[config.mk]
export PLATFORM = sky130hd
export DESIGN_NAME = core_top
export DESIGN_NICKNAME = d
export VERILOG_FILES = /design/src/verilog/rv_core_pkg.sv /design/src/verilog/reg_file.sv /design/src/verilog/decode_stage.sv /design/src/verilog/fwd_unit.sv /design/src/verilog/alu.sv /design/src/verilog/exec_stage.sv /design/src/verilog/core_top.sv
export SDC_FILE = /design/constraint.sdc
export NUM_CORES = 2
export LEC_CHECK = 0
export ABC_AREA = 0
export BUFFER_PORTS_ARGS = -buffer_cell sky130_fd_sc_hd__buf_2
export CAP_MARGIN = 20
export CORE_MARGIN = 3
export CORE_UTILIZATION = 64
export DETAILED_ROUTE_END_ITERATION = 7
export PLACE_DENSITY_LB_ADDON = 0.2
export RECOVER_POWER = 100
export SYNTH_ARGS = -nofsm -noshare
export SYNTH_HDL_FRONTEND = slang
export SYNTH_SLANG_ARGS = --single-unit
[constraint.sdc]
create_clock -name clk -period 6.6 [get_ports clk]
set_clock_uncertainty 0.2 [all_clocks]
set_input_delay 1.32 -clock clk [delete_from_list [all_inputs] [get_ports clk]]
set_output_delay 1.32 -clock clk [all_outputs]
set_load 0.02 [all_outputs]
[src/verilog/rv_core_pkg.sv]
// RV32I integer subset only (R-type ALU, OP-IMM, LUI); no PC, memory, branch or CSR support
`default_nettype none

package rv_core_pkg;

    localparam int XLEN       = 32;
    localparam int REG_ADDR_W = 5;
    localparam int NUM_REGS   = 32;

    // The decoder accepts only these major opcodes and drops anything else as a bubble
    typedef enum logic [6:0] {
        OPC_OP     = 7'b0110011,
        OPC_OP_IMM = 7'b0010011,
        OPC_LUI    = 7'b0110111
    } opcode_e;

    typedef enum logic [3:0] {
        ALU_ADD    = 4'd0,
        ALU_SUB    = 4'd1,
        ALU_SLL    = 4'd2,
        ALU_SLT    = 4'd3,
        ALU_SLTU   = 4'd4,
        ALU_XOR    = 4'd5,
        ALU_SRL    = 4'd6,
        ALU_SRA    = 4'd7,
        ALU_OR     = 4'd8,
        ALU_AND    = 4'd9,
        ALU_PASS_B = 4'd10
    } alu_op_e;

    // Bit 1 picks the newer pending result, bit 0 the older one
    typedef enum logic [1:0] {
        FWD_RF  = 2'b00,
        FWD_WB  = 2'b01,
        FWD_MEM = 2'b10
    } fwd_sel_e;

    // Decoded operation handed from decode to execute
    typedef struct packed {
        logic                  valid;
        alu_op_e               alu_op;
        logic [REG_ADDR_W-1:0] rs1;
        logic [REG_ADDR_W-1:0] rs2;
        logic [REG_ADDR_W-1:0] rd;
        logic                  rf_en;
        logic                  use_imm;
        logic [XLEN-1:0]       imm;
        logic [XLEN-1:0]       rs1_data;
        logic [XLEN-1:0]       rs2_data;
    } dec_op_t;

    // A result waiting in the execute pipeline or leaving it
    typedef struct packed {
        logic                  valid;
        logic                  rf_en;
        logic [REG_ADDR_W-1:0] rd;
        logic [XLEN-1:0]       data;
    } result_t;

endpackage

`default_nettype wire

[src/verilog/reg_file.sv]
// Reset clears all 32 entries; reads are combinational and see a same-cycle write through the bypass
`default_nettype none
`timescale 1ns/10ps

module reg_file import rv_core_pkg::*; (
    input  wire                   clk,
    input  wire                   rst_n_i,
    input  wire  [REG_ADDR_W-1:0] rd_addr1_i,
    input  wire  [REG_ADDR_W-1:0] rd_addr2_i,
    input  wire  result_t         wr_i,
    output logic [XLEN-1:0]       rd_data1_o,
    output logic [XLEN-1:0]       rd_data2_o
);

    logic [XLEN-1:0] regs [NUM_REGS];
    logic            wr_en;

    // x0 is never written, so it keeps the zero it got at reset
    assign wr_en = wr_i.valid && wr_i.rf_en && (wr_i.rd != '0);

    always_ff @(posedge clk) begin
        if (!rst_n_i) begin
            for (int i = 0; i < NUM_REGS; i++) begin
                regs[i] <= '0;
            end
        end else if (wr_en) begin
            regs[wr_i.rd] <= wr_i.data;
        end
    end

    // The writing instruction is three slots ahead of the reader, so bypass it here
    assign rd_data1_o = (wr_en && (wr_i.rd == rd_addr1_i)) ? wr_i.data : regs[rd_addr1_i];
    assign rd_data2_o = (wr_en && (wr_i.rd == rd_addr2_i)) ? wr_i.data : regs[rd_addr2_i];

    a_x0_reads_zero: assert property (@(posedge clk) disable iff (!rst_n_i)
        ((rd_addr1_i != '0) || (rd_data1_o == '0)) &&
        ((rd_addr2_i != '0) || (rd_data2_o == '0)));

endmodule

`default_nettype wire

[src/verilog/decode_stage.sv]
// Accepts one instruction per cycle with no back-pressure; unsupported encodings leave as bubbles
`default_nettype none
`timescale 1ns/10ps

module decode_stage import rv_core_pkg::*; (
    input  wire                   clk,
    input  wire                   rst_n_i,
    input  wire                   instr_valid_i,
    input  wire  [XLEN-1:0]       instr_i,
    output logic [REG_ADDR_W-1:0] rf_addr1_o,
    output logic [REG_ADDR_W-1:0] rf_addr2_o,
    input  wire  [XLEN-1:0]       rf_data1_i,
    input  wire  [XLEN-1:0]       rf_data2_i,
    output dec_op_t               dec_o
);

    localparam logic [2:0] F3_ADD_SUB = 3'b000;
    localparam logic [2:0] F3_SLL     = 3'b001;
    localparam logic [2:0] F3_SLT     = 3'b010;
    localparam logic [2:0] F3_SLTU    = 3'b011;
    localparam logic [2:0] F3_XOR     = 3'b100;
    localparam logic [2:0] F3_SRL_SRA = 3'b101;
    localparam logic [2:0] F3_OR      = 3'b110;
    localparam logic [2:0] F3_AND     = 3'b111;
    localparam logic [6:0] F7_BASE    = 7'b0000000;
    localparam logic [6:0] F7_ALT     = 7'b0100000;

    opcode_e       opcode;
    logic [2:0]    funct3;
    logic [6:0]    funct7;
    alu_op_e       base_op;
    alu_op_e       alu_op;
    logic          legal;
    logic          use_imm;
    logic [XLEN-1:0] imm;
    dec_op_t       dec_d;
    dec_op_t       dec_q;

    assign opcode = opcode_e'(instr_i[6:0]);
    assign funct3 = instr_i[14:12];
    assign funct7 = instr_i[31:25];

    assign rf_addr1_o = instr_i[19:15];
    assign rf_addr2_o = instr_i[24:20];

    // The operation follows from funct3, and funct7 only ever turns it into SUB or SRA
    always_comb begin
        case (funct3)
            F3_ADD_SUB: base_op = ALU_ADD;
            F3_SLL:     base_op = ALU_SLL;
            F3_SLT:     base_op = ALU_SLT;
            F3_SLTU:    base_op = ALU_SLTU;
            F3_XOR:     base_op = ALU_XOR;
            F3_SRL_SRA: base_op = ALU_SRL;
            F3_OR:      base_op = ALU_OR;
            F3_AND:     base_op = ALU_AND;
        endcase
    end

    always_comb begin
        legal   = 1'b0;
        alu_op  = base_op;
        use_imm = 1'b0;
        imm     = {{(XLEN-12){instr_i[31]}}, instr_i[31:20]};
        case (opcode)
            OPC_OP: begin
                if (funct7 == F7_BASE) begin
                    legal = 1'b1;
                end else if (funct7 == F7_ALT) begin
                    legal  = (funct3 == F3_ADD_SUB) || (funct3 == F3_SRL_SRA);
                    alu_op = (funct3 == F3_ADD_SUB) ? ALU_SUB : ALU_SRA;
                end
            end
            OPC_OP_IMM: begin
                use_imm = 1'b1;
                if (funct3 == F3_SLL) begin
                    legal = (funct7 == F7_BASE);
                end else if (funct3 == F3_SRL_SRA) begin
                    legal  = (funct7 == F7_BASE) || (funct7 == F7_ALT);
                    alu_op = (funct7 == F7_ALT) ? ALU_SRA : ALU_SRL;
                end else begin
                    legal = 1'b1;
                end
            end
            OPC_LUI: begin
                legal   = 1'b1;
                use_imm = 1'b1;
                alu_op  = ALU_PASS_B;
                imm     = {instr_i[31:12], 12'b0};
            end
            default: begin
                legal = 1'b0;
            end
        endcase
    end

    always_comb begin
        dec_d.valid    = instr_valid_i && legal;
        dec_d.alu_op   = alu_op;
        dec_d.rs1      = rf_addr1_o;
        dec_d.rs2      = rf_addr2_o;
        dec_d.rd       = instr_i[11:7];
        dec_d.rf_en    = legal;
        dec_d.use_imm  = use_imm;
        dec_d.imm      = imm;
        dec_d.rs1_data = rf_data1_i;
        dec_d.rs2_data = rf_data2_i;
    end

    // Pipeline register towards execute
    always_ff @(posedge clk) begin
        dec_q <= dec_d;
        if (!rst_n_i) begin
            dec_q.valid <= 1'b0;
        end
    end

    assign dec_o = dec_q;

    a_valid_has_known_opcode: assert property (@(posedge clk) disable iff (!rst_n_i)
        dec_q.valid |-> $past(instr_valid_i) &&
                        ($past(instr_i[6:0]) inside {OPC_OP, OPC_OP_IMM, OPC_LUI}));

endmodule

`default_nettype wire

[src/verilog/fwd_unit.sv]
// Purely combinational; the newer pending result wins over the older one, and x0 is never forwarded
`default_nettype none
`timescale 1ns/10ps

module fwd_unit import rv_core_pkg::*; (
    input  wire  [REG_ADDR_W-1:0] rs1_i,
    input  wire  [REG_ADDR_W-1:0] rs2_i,
    input  wire  result_t         mem_res_i,
    input  wire  result_t         wb_res_i,
    output fwd_sel_e              fwd1_o,
    output fwd_sel_e              fwd2_o
);

    function automatic fwd_sel_e pick_src(logic [REG_ADDR_W-1:0] rs,
                                          result_t mem_res, result_t wb_res);
        fwd_sel_e sel;
        sel = FWD_RF;
        if (mem_res.valid && mem_res.rf_en && (mem_res.rd != '0) && (mem_res.rd == rs)) begin
            sel = FWD_MEM;
        end else if (wb_res.valid && wb_res.rf_en && (wb_res.rd != '0) && (wb_res.rd == rs)) begin
            sel = FWD_WB;
        end
        return sel;
    endfunction

    assign fwd1_o = pick_src(rs1_i, mem_res_i, wb_res_i);
    assign fwd2_o = pick_src(rs2_i, mem_res_i, wb_res_i);

endmodule

`default_nettype wire

[src/verilog/alu.sv]
// Combinational RV32I integer ALU; shift amounts use only the low five bits of b
`default_nettype none
`timescale 1ns/10ps

module alu import rv_core_pkg::*; (
    input  alu_op_e         op_i,
    input  wire  [XLEN-1:0] a_i,
    input  wire  [XLEN-1:0] b_i,
    output logic [XLEN-1:0] res_o
);

    logic [4:0] shamt;

    assign shamt = b_i[4:0];

    always_comb begin
        case (op_i)
            ALU_ADD: begin
                res_o = a_i + b_i;
            end
            ALU_SUB: begin
                res_o = a_i - b_i;
            end
            ALU_SLL: begin
                res_o = a_i << shamt;
            end
            ALU_SLT: begin
                res_o = {{(XLEN-1){1'b0}}, ($signed(a_i) < $signed(b_i))};
            end
            ALU_SLTU: begin
                res_o = {{(XLEN-1){1'b0}}, (a_i < b_i)};
            end
            ALU_XOR: begin
                res_o = a_i ^ b_i;
            end
            ALU_SRL: begin
                res_o = a_i >> shamt;
            end
            ALU_SRA: begin
                res_o = $unsigned($signed(a_i) >>> shamt);
            end
            ALU_OR: begin
                res_o = a_i | b_i;
            end
            ALU_AND: begin
                res_o = a_i & b_i;
            end
            // LUI carries its shifted immediate on b
            ALU_PASS_B: begin
                res_o = b_i;
            end
            default: begin
                res_o = '0;
            end
        endcase
    end

endmodule

`default_nettype wire

[src/verilog/exec_stage.sv]
// Two result registers follow the ALU; the older one is the retire and register-file write port
`default_nettype none
`timescale 1ns/10ps

module exec_stage import rv_core_pkg::*; (
    input  wire      clk,
    input  wire      rst_n_i,
    input  dec_op_t  dec_i,
    input  fwd_sel_e fwd1_i,
    input  fwd_sel_e fwd2_i,
    output result_t  mem_res_o,
    output result_t  wb_res_o
);

    logic [XLEN-1:0] op_a;
    logic [XLEN-1:0] rs2_val;
    logic [XLEN-1:0] op_b;
    logic [XLEN-1:0] alu_res;
    result_t         mem_d;
    result_t         mem_q;
    result_t         wb_d;
    result_t         wb_q;

    function automatic logic [XLEN-1:0] operand(fwd_sel_e sel, logic [XLEN-1:0] rf_val,
                                                result_t mem_res, result_t wb_res);
        logic [XLEN-1:0] val;
        case (sel)
            FWD_MEM: val = mem_res.data;
            FWD_WB:  val = wb_res.data;
            default: val = rf_val;
        endcase
        return val;
    endfunction

    assign op_a    = operand(fwd1_i, dec_i.rs1_data, mem_q, wb_q);
    assign rs2_val = operand(fwd2_i, dec_i.rs2_data, mem_q, wb_q);
    assign op_b    = dec_i.use_imm ? dec_i.imm : rs2_val;

    alu u_alu (
        .op_i  (dec_i.alu_op),
        .a_i   (op_a),
        .b_i   (op_b),
        .res_o (alu_res)
    );

    always_comb begin
        mem_d.valid = dec_i.valid;
        mem_d.rf_en = dec_i.rf_en;
        mem_d.rd    = dec_i.rd;
        mem_d.data  = alu_res;
    end

    // A write to x0 still retires, but shows zero like the register does
    always_comb begin
        wb_d      = mem_q;
        wb_d.data = (mem_q.rd == '0) ? '0 : mem_q.data;
    end

    always_ff @(posedge clk) begin
        mem_q <= mem_d;
        wb_q  <= wb_d;
        if (!rst_n_i) begin
            mem_q.valid <= 1'b0;
            wb_q.valid  <= 1'b0;
        end
    end

    assign mem_res_o = mem_q;
    assign wb_res_o  = wb_q;

    // Every supported instruction writes a register, so rf_en must follow valid
    a_valid_writes_rf: assert property (@(posedge clk) disable iff (!rst_n_i)
        (mem_q.valid |-> mem_q.rf_en) and (wb_q.valid |-> wb_q.rf_en));

endmodule

`default_nettype wire

[src/verilog/core_top.sv]
// Three-stage RV32I integer core; an accepted instruction retires three clock edges later, in order
`default_nettype none
`timescale 1ns/10ps

module core_top import rv_core_pkg::*; (
    input  wire                   clk,
    input  wire                   rst_n_i,
    input  wire                   instr_valid_i,
    input  wire  [XLEN-1:0]       instr_i,
    output logic                  retire_valid_o,
    output logic [REG_ADDR_W-1:0] retire_rd_o,
    output logic [XLEN-1:0]       retire_data_o
);

    logic [REG_ADDR_W-1:0] rf_addr1;
    logic [REG_ADDR_W-1:0] rf_addr2;
    logic [XLEN-1:0]       rf_data1;
    logic [XLEN-1:0]       rf_data2;
    dec_op_t               dec_op;
    fwd_sel_e              fwd1;
    fwd_sel_e              fwd2;
    result_t               mem_res;
    result_t               wb_res;

    decode_stage u_decode (
        .clk           (clk),
        .rst_n_i       (rst_n_i),
        .instr_valid_i (instr_valid_i),
        .instr_i       (instr_i),
        .rf_addr1_o    (rf_addr1),
        .rf_addr2_o    (rf_addr2),
        .rf_data1_i    (rf_data1),
        .rf_data2_i    (rf_data2),
        .dec_o         (dec_op)
    );

    reg_file u_reg_file (
        .clk        (clk),
        .rst_n_i    (rst_n_i),
        .rd_addr1_i (rf_addr1),
        .rd_addr2_i (rf_addr2),
        .wr_i       (wb_res),
        .rd_data1_o (rf_data1),
        .rd_data2_o (rf_data2)
    );

    fwd_unit u_fwd (
        .rs1_i     (dec_op.rs1),
        .rs2_i     (dec_op.rs2),
        .mem_res_i (mem_res),
        .wb_res_i  (wb_res),
        .fwd1_o    (fwd1),
        .fwd2_o    (fwd2)
    );

    exec_stage u_exec (
        .clk       (clk),
        .rst_n_i   (rst_n_i),
        .dec_i     (dec_op),
        .fwd1_i    (fwd1),
        .fwd2_i    (fwd2),
        .mem_res_o (mem_res),
        .wb_res_o  (wb_res)
    );

    assign retire_valid_o = wb_res.valid;
    assign retire_rd_o    = wb_res.rd;
    assign retire_data_o  = wb_res.data;

endmodule

`default_nettype wire

==> impl_metrics.csv <==
group,metric,value,unit
timing,finalSetupViolCount,0,
clock_tree,cts.hold.buffers_added,0,
logic_synthesis,synth_warnings,0,
global_route,grt_usage,45.5,%
logic_synthesis,dominantRegCellSynth,"edfxtp_1",
logic_synthesis,ys_seq_area_share,49.5,%
timing,hold_viol,0,
finish,nFillCells,6910,
finish,multiInputGateArea,33100,um2
critical_path,cp_slowest_stage_delay,2.16,ns
floorplanning,core-area,108000,um2
detailed_routing,drt_wl_total,260000,um
clock_tree,clkSinkCount,1220,
run,drv_cap,103,
clock_tree,clockRootBuffer,"clkbuf_16",
detailed_routing,drc,0,
floorplanning,die_x,337,um
floorplanning,row_count,120,
timing,final.setup.tns,0,ns
critical_path,crit_arrival,6.61,ns
floorplanning,ios,73,
floorplanning,dieArea,113000,um2
finish,drive_gt1_share,21.6,%
place,dp_hpwl,165000,um
floorplanning,die_h,337,um
logic_synthesis,async_flop_share,0,%
timing,period_minus_slack,6.52,ns
clock_tree,htreeDepth,3,
critical_path,reg2reg_setup_slack,0.32,ns
detailed_routing,vias,51216,
timing,hold_slack,0.130,ns
finish,mostFrequentLayoutCell,"edfxtp_1",
clock_tree,cts_buffers,121,
detailed_routing,drtIter0Drc,8271,
critical_path,crit_path_start_kind,"input pin",
detailed_routing,antenna_left,0,
min_path,hp-class,"flop to flop",
critical_path,required,6.69,ns
global_route,grt_overflow,0,
logic_synthesis,synth_edf_count,1024,
critical_path,crit_chain,"clkbuf_1, clkbuf_1, o21ai_1, clkbuf_2",
timing,relSlewSlack,-225,%
global_route,grt_first_pass_wirelength,364000,um
place,pre_cts_slack,0.452,ns
critical_path,r2r_cells,18,
critical_path,path_max_fanout,34,
place,io_buffers,72,
logic_synthesis,synthCells,5303,
critical_path,cpMostUsedCell,"clkbuf_1",
timing,worst_slew_pin_slew,4.88,ns
logic_synthesis,avgSynthCellArea,13.2,um2
timing,rsz0062_at_grt,"false",
run_status,violations,"max-capacitance violations, max-slew violations",
pwr,power_per_cell_area,292,nW/um2
pwr,total_power,22.2,mW
timing,fmax,153,MHz
timing,maxSlewViolCount,2775,
critical_path,r2r_start,"u_exec.wb_res_o[35]$_DFF_P_",
detailed_routing,firstDrtPassIters,6,
finish,syn_to_final_growth,8.61,%
place,dp_cells,6491,
run_status,status,"finished with violations",
clock_tree,clk_pin_slew_worst_paths,0.06,ns
finish,fin_cells,6736,
timing,post-route-period-util,98.8,%
pwr,power.leakage,27.1,nW
global_route,grt_max_degree,96,
min_path,hold_depth,0,
logic_synthesis,ys_seq_elements,1220,
critical_path,r2r_end,"u_exec.mem_res_o[30]$_DFF_P_",
clock_tree,cts_tree,"yes",
pwr,ir_drop,0.000369,V
global_route,antenna_found_initial,12,
min_path,hp-start,"u_decode.dec_o[97]$_DFF_P_",
critical_path,setup.worst_path.class,"input pin to flop",
clock_tree,clock_latency,0.78,ns
critical_path,critPathCaptureType,"flop",
critical_path,crit_path_top_delay_cell,"clkbuf_1",
global_route,grt_pass1_vias,50666,
floorplanning,initial_utilization,64.9,%
clock_tree,ctsLongestPathBuffers,3,
timing,setup_ws,0.0789,ns
finish,seqCellArea,34700,um2
min_path,min_to,"u_exec.mem_res_o[37]$_DFF_P_",
logic_synthesis,yosys.cell_types.count,89,
finish,final_nets,5358,
place,gp_congestion,1.08,
finish,layout_common_cells,"edfxtp_1 (1024), and2_0 (748), mux4_2 (643)",
detailed_routing,routedWlPerCell,38.6,um
detailed_routing,vias_per_cell,7.60,
logic_synthesis,syn_area,70000,um2
sequential cells by signal (all words and copies together), names as in the netlist:
register          count
u_reg_file.regs    1024
u_decode.dec_o      118
u_exec.mem_res_o     39
u_exec.wb_res_o      39
layout make-up:
cell class / count / area share, %
Timing Repair Buffer: 294 / 2.46
Clock buffer: 159 / 4.44
Inverter: 97 / 0.479
Clock inverter: 72 / 1.12
Tap cell: 1403 / 2.31
Sequential cell: 1220 / 45.6
Multi-Input combinational cell: 3486 / 43.6
Antenna cell: 5 / 0.0165
kinds of logic (layout without fill, tap and decap cells):
kind of cell | Yosys count | in the layout | synth area share (%)
adder cells (fa/ha/maj) | 103 | 103 | 1.86
multiplexers | 867 | 867 | 24.0
AO/OA/AOI/OAI | 759 | 759 | 7.13
XOR/XNOR | 39 | 39 | 0.488
other | 1 | 37 | 0.00536
AND/OR/NAND/NOR | 1686 | 1686 | 13.3
flip-flops | 1220 | 1220 | 49.5
buffers and inverters | 628 | 622 | 3.66
per-stage QoR:
stage               instance area [um2]  util [%]
finish                            76000      70.5
CTS                               76800      71.2
global placement                  72500      67.2
global route                      76000      70.5
detailed placement                72600      67.3
floorplan                         70100         -
worst max path at each step:
stage | startpoint | endpoint | slack, ns
detailed placement | u_exec.wb_res_o[36]$_DFF_P_ | u_exec.mem_res_o[30]$_DFF_P_ | 0.45
finish | rst_n_i | u_reg_file.regs[25][12]$_SDFFCE_PN0P_ | 0.08
CTS | u_exec.wb_res_o[36]$_DFF_P_ | u_exec.mem_res_o[30]$_DFF_P_ | 0.39
global placement | u_exec.mem_res_o[33]$_DFF_P_ | u_exec.mem_res_o[31]$_DFF_P_ | 0.59
floorplan | u_exec.mem_res_o[33]$_DFF_P_ | u_exec.mem_res_o[30]$_DFF_P_ | 0.68
global route | u_exec.wb_res_o[35]$_DFF_P_ | u_exec.mem_res_o[30]$_DFF_P_ | 0.02
power by group:
group / internal, mW / switching (mW)
clock: 4.17 / 3.20
sequential: 8.82 / 0.507
combinational: 1.70 / 3.78
critical path, delay by kind of cell:
family                 cells  cell delay [ns]
buffers and inverters      3             3.42
AOI/OAI and AO/OA          1             1.81
synth_stat cells (17+ instances only):
| master | instances | area (um2) |
|---|---|---|
| clkbuf_1 | 399 | 1500 |
| xnor2_1 | 26 | 228 |
| mux2i_1 | 183 | 1830 |
| buf_4 | 42 | 315 |
| buf_1 | 60 | 225 |
| nor2_1 | 241 | 905 |
| a211oi_1 | 58 | 435 |
| dfxtp_1 | 196 | 3920 |
| nand4_1 | 18 | 113 |
| a221oi_1 | 27 | 236 |
| mux2_2 | 38 | 428 |
| inv_1 | 93 | 349 |
| nand3_1 | 45 | 225 |
| buf_2 | 28 | 140 |
| mux4_2 | 643 | 14500 |
| a21o_1 | 46 | 345 |
| nor2b_1 | 40 | 250 |
| o22ai_1 | 30 | 188 |
| nor3_1 | 32 | 160 |
| edfxtp_1 | 1024 | 30700 |
| nand2_1 | 224 | 841 |
| o211ai_1 | 30 | 225 |
| ha_1 | 101 | 1260 |
| and2_1 | 1011 | 6320 |
| nor4_1 | 18 | 113 |
| o221ai_1 | 23 | 201 |
| o21ai_0 | 177 | 886 |
| a31oi_1 | 37 | 231 |
| a21oi_1 | 174 | 871 |
| o31ai_1 | 17 | 128 |
repair_timing:
action	CTS	global route
setup buffers	0	0
endpoints found under the setup margin	0	1
gates resized for setup	0	2
routing by layer:
layer	GRT usage, %	share of wire, %
met5	0	0.021
met4	25.0	7.3
met3	14.1	15
met2	69.2	45
met1	58.9	33
Power figures use the tool's default switching activity.
